**config.mk**
```make
export PLATFORM = sky130hd
export DESIGN_NAME = fsq_top
export DESIGN_NICKNAME = d
export VERILOG_FILES = /design/src/fsq_pkg.sv /design/src/fsq_top.sv /design/src/fsq_commit.sv /design/src/fsq_cache_issue.sv /design/src/fsq_pointers.sv /design/src/fsq_ram.sv
export SDC_FILE = /design/constraint.sdc
export NUM_CORES = 2
export LEC_CHECK = 0
export ABC_AREA = 0
export BUFFER_PORTS_ARGS = -buffer_cell sky130_fd_sc_hd__buf_2
export CORE_MARGIN = 1
export CORE_UTILIZATION = 50
export DETAILED_ROUTE_END_ITERATION = 8
export PLACE_DENSITY = 0.76
export SLEW_MARGIN = 20
export SYNTH_ARGS = -nofsm -noshare
export SYNTH_HDL_FRONTEND = slang
export SYNTH_SLANG_ARGS = --single-unit
```
**constraint.sdc**
```tcl
create_clock -name clk -period 27.5 [get_ports clk]
set_input_delay 5.5 -clock clk [delete_from_list [all_inputs] [get_ports clk]]
set_output_delay 5.5 -clock clk [all_outputs]
set_load 0.01 [all_outputs]
```
**src/fsq_pkg.sv**
```systemverilog
package fsq_pkg;

    // virtual address width
    localparam int VADDR_SIZE = 32;

    // offset of an instruction inside one stream
    localparam int PREDICTION_WIDTH = 3;

    // instructions a single stream can hold
    localparam int BLOCK_INSTS = 1 << PREDICTION_WIDTH;

    typedef enum logic [2:0] {
        CONDITION = 3'd0,
        DIRECT    = 3'd1,
        INDIRECT  = 3'd2,
        CALL      = 3'd3,
        RET       = 3'd4
    } br_type_e;

    // one predicted fetch block
    typedef struct packed {
        logic [VADDR_SIZE-1:0]       start_addr;
        logic [VADDR_SIZE-1:0]       target;
        logic [PREDICTION_WIDTH-1:0] size;
        logic                        taken;
    } fetch_stream_t;

    // backend resolution of a mispredicted branch
    typedef struct packed {
        logic                        taken;
        br_type_e                    br_type;
        logic [VADDR_SIZE-1:0]       target;
        logic [PREDICTION_WIDTH-1:0] offset;
    } wb_info_t;

endpackage
```
**src/fsq_top.sv**
```systemverilog
`timescale 1ns/1ns

module fsq_top #(
    parameter int FSQ_SIZE     = 8,
    parameter int COMMIT_WIDTH = 4
) (
    input  logic                                   clk,
    input  logic                                   rst,
    // predictor enqueue
    input  logic                                   pred_en,
    input  fsq_pkg::fetch_stream_t                 pred_stream,
    output logic                                   pred_stall,
    output logic [$clog2(FSQ_SIZE)-1:0]            pred_stream_idx,
    // instruction cache
    output logic                                   cache_en,
    output logic [$clog2(FSQ_SIZE)-1:0]            cache_idx,
    output fsq_pkg::fetch_stream_t                 cache_stream,
    input  logic                                   cache_ready,
    // backend redirect and commit
    input  logic                                   redirect_en,
    input  logic [$clog2(FSQ_SIZE)-1:0]            redirect_idx,
    input  logic [fsq_pkg::PREDICTION_WIDTH-1:0]   redirect_offset,
    input  logic                                   redirect_taken,
    input  logic [fsq_pkg::VADDR_SIZE-1:0]         redirect_target,
    input  fsq_pkg::br_type_e                      redirect_br_type,
    input  logic [$clog2(COMMIT_WIDTH+1)-1:0]      commit_num,
    // predictor squash and update
    output logic                                   squash,
    output logic [fsq_pkg::VADDR_SIZE-1:0]         squash_target,
    output logic                                   update_en,
    output logic [fsq_pkg::VADDR_SIZE-1:0]         update_start_addr,
    output logic [fsq_pkg::VADDR_SIZE-1:0]         update_target,
    output logic                                   update_taken,
    output logic                                   update_pred_error
);

    localparam int IDX_W = $clog2(FSQ_SIZE);

    logic                   full;
    logic                   enq;
    logic                   issue;
    logic                   retire;
    logic                   search_valid;
    logic [IDX_W-1:0]       tail;
    logic [IDX_W-1:0]       search_head;
    logic [IDX_W-1:0]       commit_head;
    logic [IDX_W-1:0]       search_addr;
    logic                   ram_we;
    logic [IDX_W-1:0]       ram_waddr;
    fsq_pkg::fetch_stream_t ram_wdata;
    fsq_pkg::fetch_stream_t search_data;
    fsq_pkg::fetch_stream_t commit_data;
    fsq_pkg::fetch_stream_t rewrite_stream;
    fsq_pkg::wb_info_t      wb_info;

    assign pred_stall      = full;
    assign pred_stream_idx = tail;

    // the rewrite owns the write port on a redirect cycle
    assign enq = pred_en & ~full & ~redirect_en;

    // the search port reads the redirected entry while the cache slot flushes
    assign search_addr = redirect_en ? redirect_idx : search_head;

    always_comb begin
        rewrite_stream.start_addr = search_data.start_addr;
        rewrite_stream.target     = redirect_target;
        rewrite_stream.size       = redirect_offset;
        rewrite_stream.taken      = redirect_taken;
        wb_info.taken             = redirect_taken;
        wb_info.br_type           = redirect_br_type;
        wb_info.target            = redirect_target;
        wb_info.offset            = redirect_offset;
    end

    assign ram_we    = redirect_en | enq;
    assign ram_waddr = redirect_en ? redirect_idx : tail;
    assign ram_wdata = redirect_en ? rewrite_stream : pred_stream;

    fsq_ram #(.FSQ_SIZE(FSQ_SIZE)) u_ram (
        .clk(clk), .rst(rst), .we(ram_we), .waddr(ram_waddr), .wdata(ram_wdata),
        .search_addr(search_addr), .commit_addr(commit_head),
        .search_data(search_data), .commit_data(commit_data)
    );

    fsq_pointers #(.FSQ_SIZE(FSQ_SIZE)) u_pointers (
        .clk(clk), .rst(rst), .enq(enq), .issue(issue), .retire(retire),
        .redirect_en(redirect_en), .redirect_idx(redirect_idx),
        .tail(tail), .search_head(search_head), .commit_head(commit_head),
        .full(full), .search_valid(search_valid)
    );

    fsq_cache_issue #(.FSQ_SIZE(FSQ_SIZE)) u_cache_issue (
        .clk(clk), .rst(rst), .search_valid(search_valid), .search_idx(search_head),
        .search_stream(search_data), .cache_ready(cache_ready), .flush(redirect_en),
        .issue(issue), .cache_en(cache_en), .cache_idx(cache_idx),
        .cache_stream(cache_stream)
    );

    fsq_commit #(.FSQ_SIZE(FSQ_SIZE), .COMMIT_WIDTH(COMMIT_WIDTH)) u_commit (
        .clk(clk), .rst(rst), .enq(enq), .enq_idx(tail),
        .redirect_en(redirect_en), .redirect_idx(redirect_idx), .redirect_info(wb_info),
        .commit_head(commit_head), .head_stream(commit_data), .commit_num(commit_num),
        .retire(retire), .update_en(update_en), .update_start_addr(update_start_addr),
        .update_target(update_target), .update_taken(update_taken),
        .update_pred_error(update_pred_error)
    );

    // squash the predictor one cycle after the redirect
    always_ff @(posedge clk or posedge rst) begin
        if (rst) begin
            squash <= 1'b0;
        end
        else begin
            squash <= redirect_en;
        end
    end

    always_ff @(posedge clk) begin
        if (redirect_en) begin
            squash_target <= redirect_target;
        end
    end

endmodule

```
**src/fsq_commit.sv**
```systemverilog
`timescale 1ns/1ns

module fsq_commit #(
    parameter int FSQ_SIZE     = 8,
    parameter int COMMIT_WIDTH = 4
) (
    input  logic                                   clk,
    input  logic                                   rst,
    input  logic                                   enq,
    input  logic [$clog2(FSQ_SIZE)-1:0]            enq_idx,
    input  logic                                   redirect_en,
    input  logic [$clog2(FSQ_SIZE)-1:0]            redirect_idx,
    input  fsq_pkg::wb_info_t                      redirect_info,
    input  logic [$clog2(FSQ_SIZE)-1:0]            commit_head,
    input  fsq_pkg::fetch_stream_t                 head_stream,
    input  logic [$clog2(COMMIT_WIDTH+1)-1:0]      commit_num,
    output logic                                   retire,
    output logic                                   update_en,
    output logic [fsq_pkg::VADDR_SIZE-1:0]         update_start_addr,
    output logic [fsq_pkg::VADDR_SIZE-1:0]         update_target,
    output logic                                   update_taken,
    output logic                                   update_pred_error
);

    localparam int MAX_INSTS = FSQ_SIZE * fsq_pkg::BLOCK_INSTS;
    localparam int CNT_W     = $clog2(MAX_INSTS) + 1;

    fsq_pkg::wb_info_t  wb_tab [FSQ_SIZE];
    fsq_pkg::wb_info_t  head_wb;
    logic [FSQ_SIZE-1:0] pred_err;
    logic                head_err;
    logic [CNT_W-1:0]    inst_cnt;
    logic [CNT_W-1:0]    head_insts;
    logic [CNT_W-1:0]    retire_insts;

    // write-back info of the resolved branch
    always_ff @(posedge clk) begin
        if (redirect_en) begin
            wb_tab[redirect_idx] <= redirect_info;
        end
    end

    always_ff @(posedge clk or posedge rst) begin
        if (rst) begin
            pred_err <= '0;
        end
        else begin
            if (enq) begin
                pred_err[enq_idx] <= 1'b0;
            end
            if (redirect_en) begin
                pred_err[redirect_idx] <= 1'b1;
            end
        end
    end

    assign head_wb  = wb_tab[commit_head];
    assign head_err = pred_err[commit_head];

    // size already holds the redirect offset after a rewrite
    assign head_insts   = CNT_W'(head_stream.size) + CNT_W'(1);
    assign retire       = inst_cnt > CNT_W'(head_stream.size);
    assign retire_insts = retire ? head_insts : '0;

    always_ff @(posedge clk or posedge rst) begin
        if (rst) begin
            inst_cnt <= '0;
        end
        else begin
            inst_cnt <= inst_cnt + CNT_W'(commit_num) - retire_insts;
        end
    end

    always_ff @(posedge clk or posedge rst) begin
        if (rst) begin
            update_en <= 1'b0;
        end
        else begin
            update_en <= retire;
        end
    end

    always_ff @(posedge clk) begin
        if (retire) begin
            update_start_addr <= head_stream.start_addr;
            update_taken      <= head_stream.taken;
            update_target     <= head_err ? head_wb.target : head_stream.target;
            update_pred_error <= head_err;
        end
    end

    a_cnt_bound: assert property (
        @(posedge clk) disable iff (rst)
        inst_cnt <= CNT_W'(MAX_INSTS)
    ) else $error("fsq_commit: more retired instructions than queued");

endmodule

```
**src/fsq_cache_issue.sv**
```systemverilog
`timescale 1ns/1ns

module fsq_cache_issue #(
    parameter int FSQ_SIZE = 8
) (
    input  logic                          clk,
    input  logic                          rst,
    input  logic                          search_valid,
    input  logic [$clog2(FSQ_SIZE)-1:0]   search_idx,
    input  fsq_pkg::fetch_stream_t        search_stream,
    input  logic                          cache_ready,
    input  logic                          flush,
    output logic                          issue,
    output logic                          cache_en,
    output logic [$clog2(FSQ_SIZE)-1:0]   cache_idx,
    output fsq_pkg::fetch_stream_t        cache_stream
);

    localparam logic [$clog2(FSQ_SIZE)-1:0] IDX_ONE = 1;

    logic slot_free;

    // slot can take a new stream when empty or being accepted
    assign slot_free = ~cache_en | cache_ready;
    assign issue     = slot_free & search_valid & ~flush;

    always_ff @(posedge clk or posedge rst) begin
        if (rst) begin
            cache_en <= 1'b0;
        end
        else if (flush) begin
            cache_en <= 1'b0;
        end
        else if (slot_free) begin
            cache_en <= search_valid;
        end
    end

    always_ff @(posedge clk) begin
        if (issue) begin
            cache_idx    <= search_idx;
            cache_stream <= search_stream;
        end
    end

    // back-to-back requests follow the queue order
    a_issue_in_order: assert property (
        @(posedge clk) disable iff (rst)
        (cache_en && cache_ready && issue) |=>
            (cache_idx == $past(cache_idx) + IDX_ONE)
    ) else $error("fsq_cache_issue: request skipped or repeated a stream");

endmodule

```
**src/fsq_pointers.sv**
```systemverilog
`timescale 1ns/1ns

module fsq_pointers #(
    parameter int FSQ_SIZE = 8
) (
    input  logic                          clk,
    input  logic                          rst,
    input  logic                          enq,
    input  logic                          issue,
    input  logic                          retire,
    input  logic                          redirect_en,
    input  logic [$clog2(FSQ_SIZE)-1:0]   redirect_idx,
    output logic [$clog2(FSQ_SIZE)-1:0]   tail,
    output logic [$clog2(FSQ_SIZE)-1:0]   search_head,
    output logic [$clog2(FSQ_SIZE)-1:0]   commit_head,
    output logic                          full,
    output logic                          search_valid
);

    localparam int IDX_W = $clog2(FSQ_SIZE);
    localparam logic [IDX_W:0] PTR_ONE = 1;

    // msb of each pointer is the wrap bit
    logic [IDX_W:0] tail_ptr;
    logic [IDX_W:0] search_ptr;
    logic [IDX_W:0] commit_ptr;
    logic [IDX_W:0] redirect_ptr;
    logic           rd_wrap;
    logic           empty;
    logic [IDX_W-1:0] rd_dist;
    logic [IDX_W:0]   live_cnt;

    assign tail        = tail_ptr[IDX_W-1:0];
    assign search_head = search_ptr[IDX_W-1:0];
    assign commit_head = commit_ptr[IDX_W-1:0];

    assign full  = (tail_ptr[IDX_W-1:0] == commit_ptr[IDX_W-1:0]) &&
                   (tail_ptr[IDX_W] != commit_ptr[IDX_W]);
    assign empty = tail_ptr == commit_ptr;

    // streams written but not yet handed to the cache
    assign search_valid = search_ptr != tail_ptr;

    // a live index below the commit head has wrapped past it
    assign rd_wrap = (redirect_idx >= commit_ptr[IDX_W-1:0]) ?
                     commit_ptr[IDX_W] : ~commit_ptr[IDX_W];
    assign redirect_ptr = {rd_wrap, redirect_idx} + PTR_ONE;

    always_ff @(posedge clk or posedge rst) begin
        if (rst) begin
            tail_ptr <= '0;
        end
        else if (redirect_en) begin
            tail_ptr <= redirect_ptr;
        end
        else if (enq) begin
            tail_ptr <= tail_ptr + PTR_ONE;
        end
    end

    always_ff @(posedge clk or posedge rst) begin
        if (rst) begin
            search_ptr <= '0;
        end
        else if (redirect_en) begin
            // younger streams are dropped, restart right after the branch
            search_ptr <= redirect_ptr;
        end
        else if (issue) begin
            search_ptr <= search_ptr + PTR_ONE;
        end
    end

    always_ff @(posedge clk or posedge rst) begin
        if (rst) begin
            commit_ptr <= '0;
        end
        else if (retire) begin
            commit_ptr <= commit_ptr + PTR_ONE;
        end
    end

    assign rd_dist  = redirect_idx - commit_ptr[IDX_W-1:0];
    assign live_cnt = tail_ptr - commit_ptr;

    a_no_enq_full: assert property (
        @(posedge clk) disable iff (rst)
        enq |-> !full
    ) else $error("fsq_pointers: enqueue into full queue");

    a_no_retire_empty: assert property (
        @(posedge clk) disable iff (rst)
        retire |-> !empty
    ) else $error("fsq_pointers: retire from empty queue");

    // backend may only name a stream between commit head and tail
    a_redirect_live: assert property (
        @(posedge clk) disable iff (rst)
        redirect_en |-> ({1'b0, rd_dist} < live_cnt)
    ) else $error("fsq_pointers: redirect to a dead entry");

endmodule

```
**src/fsq_ram.sv**
```systemverilog
`timescale 1ns/1ns

module fsq_ram #(
    parameter int FSQ_SIZE = 8
) (
    input  logic                               clk,
    input  logic                               rst,
    input  logic                               we,
    input  logic [$clog2(FSQ_SIZE)-1:0]        waddr,
    input  fsq_pkg::fetch_stream_t             wdata,
    input  logic [$clog2(FSQ_SIZE)-1:0]        search_addr,
    input  logic [$clog2(FSQ_SIZE)-1:0]        commit_addr,
    output fsq_pkg::fetch_stream_t             search_data,
    output fsq_pkg::fetch_stream_t             commit_data
);

    fsq_pkg::fetch_stream_t mem [FSQ_SIZE];

    always_ff @(posedge clk or posedge rst) begin
        if (rst) begin
            for (int i = 0; i < FSQ_SIZE; i++) begin
                mem[i] <= '0;
            end
        end
        else if (we) begin
            mem[waddr] <= wdata;
        end
    end

    // both reads are combinational
    assign search_data = mem[search_addr];
    assign commit_data = mem[commit_addr];

    a_waddr_known: assert property (
        @(posedge clk) disable iff (rst)
        we |-> !$isunknown(waddr)
    ) else $error("fsq_ram: write with unknown address");

endmodule

```
==> metrics.md <==
| Metric | Value |
|---|---|
| Crit share post-route | `0.335` |
| CP arrival | `9.62 ns` |
| # rows | `around 110` |
| Crit-path max FO | `95` |
| Clk_skew | `0.0212 ns` |
| Root buf cell | `clkbuf_16` |
| Worst R2R Path Depth | `9` |
| Io pins | `294` |
| Failing checks | `DRC` |
| Post_cts resized | `0` |
| Post-DRT Antenna Nets | `0` |
| Max rail drop VDD | `between 0.06 and 0.07 mV` |
| CP Capture Type | `flip-flop` |
| Top FF cell, synth | `dfrtp_1` |
| RSZ-0062 raised after global routing | `no` |
| Drt first pass iters | `9` |
| Mapped Area | `47200 um2` |
| First-pass GRT wire length | `a little over 200 mm` |
| Leak pwr | `roughly 22 nW` |
| Post-synth EDFFs | `~430` |
| Half-perimeter wire length after placement | `74.3 mm` |
| Synth top area cells | `dfrtp_1 (30%), edfxtp_1 (27%), mux4_2 (9.7%), nand2_1 (5.9%), mux2_2 (3.5%)` |
| Core area | `93300 um2` |
| Largest area contributor in the netlist | `dfrtp_1` |
| TritonCTS buffer count | `roughly 110` |
| I/O Buffers | `290` |
| Die ar. | `between 90000 and 100000 um2` |
| Fmax | `109 MHz` |
| Min Clock Period, post-route | `around 9.2 ns` |
| Warning count from the yosys run | `0` |
| Max cap viols | `0` |
| DIE HEIGHT | `between 300 and 400 um` |
| Most common cell after layout, fill and taps aside | `nand2_1` |
| WL per Instance | `24.5 um` |
| Iter 0 DRT Violations | `roughly 4100` |
| Max-slew violation count | `0` |
| GRT Residual Overflow | `0` |
| GRT Total Usage | `0.280` |
| Area share of the largest cell type after synthesis | `0.305` |
| Initial antenna violation count | `7` |
| Placed Cells | `~5300` |
| RePlAce Congestion | `0.820` |
| Via count | `roughly 34000` |
| Vias per cell | `6.25` |
| Syn Area/Cell | `11.8 um2` |
| Critical-path top delay cell | `buf_4` |
| Commonest non-fill, non-tap cells in the layout | `nand2_1 (741), dfrtp_1 (570), edfxtp_1 (425)` |
| Slew at the pin closest to its max-slew limit | `between 1 and 1.5 ns` |
| WHS Path Cells | `1` |
| Crit path largest cell delay | `about 0.94 ns` |
| Syn_nets | `a little over 4000` |
| Ys async rst share | `0.575` |
| Max-slew headroom | `0.225` |
| CTS Sinks | `~1000` |
| Critical path class | `input pin to flip-flop` |
| Finished Layout Cells | `5480` |
| Post-cts hold buffer count | `0` |
| Sequential share of the synthesized area | `0.575` |
| Setup_tns | `0 ns` |
| Largest net degree at the start of global routing | `about 180` |
| Initial Util | `0.505` |
| Pwr dens | `about 120 nW/um2` |
| Hold Crit Start | `u_commit.pred_err[6]` |
| Cells after synthesis | `3990` |
| Synthesized flop and latch total | `approximately 1000` |
| Number of nets in the layout | `4270` |
| R2r setup slk | `22.59 ns` |
| Hold Path End | `u_commit.pred_err[6]` |
| CTS tree | `done` |
| Synth unique cells | `61` |
| CTS H-tree depth | `3` |
| Cell mode on critical path | `buf_4` |
| Final Hold Viols | `0` |
| R2r startpoint | `u_pointers.commit_ptr[2]` |
| Status | `finished with violations` |
| Critical path origin | `redirect_en` |
| Drt drc | `7` |
| Data required, critical path | `between 20 and 30 ns` |
| Clock Latency Late Sink | `around 0.70 ns` |
| CP Launch Type | `input pin` |
| Area grow syn2layout | `12.9%` |
| Cells along the critical path | `buf_6 > buf_4 > mux2i_4 > buf_4 > buf_4 > nand2_1 > nand3_1 > a21oi_1 > a31oi_1` |
| Worst Hold Class | `flip-flop to flip-flop` |
| R2r endpoint | `u_commit.update_target[11]` |
| Final number of setup-violating endpoints | `0` |
| Final Total Pwr | `roughly 0.0065 W` |
| Layout cell share with drive strength beyond 1 | `0.221` |
| Wirelength, routed | `between 100 and 150 mm` |
| Setup Fix Bufs, Post-CTS | `0` |
| CTS clock-pin slew for the worst setup and hold paths | `around 0.060 ns` |
| Number of global-route vias before repair | `around 34000` |
| Die W | `309 um` |
| CTS max path bufs | `3` |
[synthesized netlist by cell type (39+ instances only)]
cell type and count:
nor2b_1 96, edfxtp_1 425, nand2_1 742, mux2i_1 100, a31oi_1 39, a21oi_1 169, nand3_1 210, o31ai_1 43
o22ai_1 44, a222oi_1 53, o21ai_0 318, mux4_2 203, buf_2 59, mux2_2 147, clkbuf_1 227, nand2b_1 44
dfrtp_1 574, nor2_1 181
[metal layers]
metal / part of all wire / vias up / GRT usage
li1: - / 14800 / -
met3: 0.098 / 341 / 0.0565
met4: 0.039 / 4 / 0.118
met2: 0.47 / 1946 / 0.437
met5: 0.00022 / - / 0
met1: 0.40 / 17100 / 0.384
[registers in the layout, indices dropped and copies added (netlist names), 7 cells and up]
signal / flops
u_commit.inst_cnt: 7
u_commit.update_target: 32
squash_target: 32
u_commit.pred_err: 8
u_ram.mem: 544
u_cache_issue.cache_stream: 68
u_commit.update_start_addr: 32
u_commit.wb_tab: 256
[kinds of logic after synthesis]
logic type,count (synthesis),synth area share
AO/OA/AOI/OAI,765,0.0965
XOR/XNOR,26,0.00483
adder cells (fa/ha/maj),24,0.00684
buffers and inverters,361,0.0313
flip-flops,999,0.575
multiplexers,480,0.162
AND/OR/NAND/NOR,1335,0.123
[area by class of cell]
type | count | area, um2
antenna | 5 | 12.5
inverter | 39 | 155
multi-input combinational | 2630 | 18800
fill | 7505 | 40100
tap | 1254 | 1570
clock inverter | 59 | 648
timing repair buffer | 353 | 1980
sequential | 999 | 27100
clock buffer | 141 | 2960
[worst max-delay path by stage]
stage,to,depth (start not counted),slack [ns]
2_1_floorplan,squash,1,5.94
3_3_place_gp,u_cache_issue.cache_stream[53],9,17.72
3_5_place_dp,u_cache_issue.cache_stream[53],9,17.68
4_1_cts,u_cache_issue.cache_stream[35],9,18.41
5_1_grt,u_cache_issue.cache_stream[35],9,18.14
6_report,u_cache_issue.cache_stream[3],9,18.30
[power by group]
part	total [W]	internal [W]	leakage [nW]	switching, W
clock network	0.00148	0.000863	1.75	0.000613
logic	0.00249	0.00110	8.97	0.00139
registers	0.00254	0.00215	11.0	0.000395
total	0.00651	0.00411	21.7	0.00240
[through the flow]
stage | cell area, um2 | worst slack [ns] | hold WS (ns) | utilization
4_1_cts | 53200 | 18.41 | 0.472 | 0.570
2_1_floorplan | 47200 | 5.94 | 0.444 | -
3_5_place_dp | 49600 | 17.68 | 0.460 | 0.531
5_1_grt | 53200 | 18.14 | 0.511 | 0.570
3_3_place_gp | 49600 | 17.72 | 0.460 | 0.531
6_report | 53200 | 18.30 | 0.475 | 0.570
[critical path, delay by kind of cell]
kind	cells	cell delay, ns
AO/OA/AOI/OAI	2	0.56
buffers and inverters	4	2.76
multiplexers	1	0.40
AND/OR/NAND/NOR	2	0.27
(Power assumes the default switching activity.)
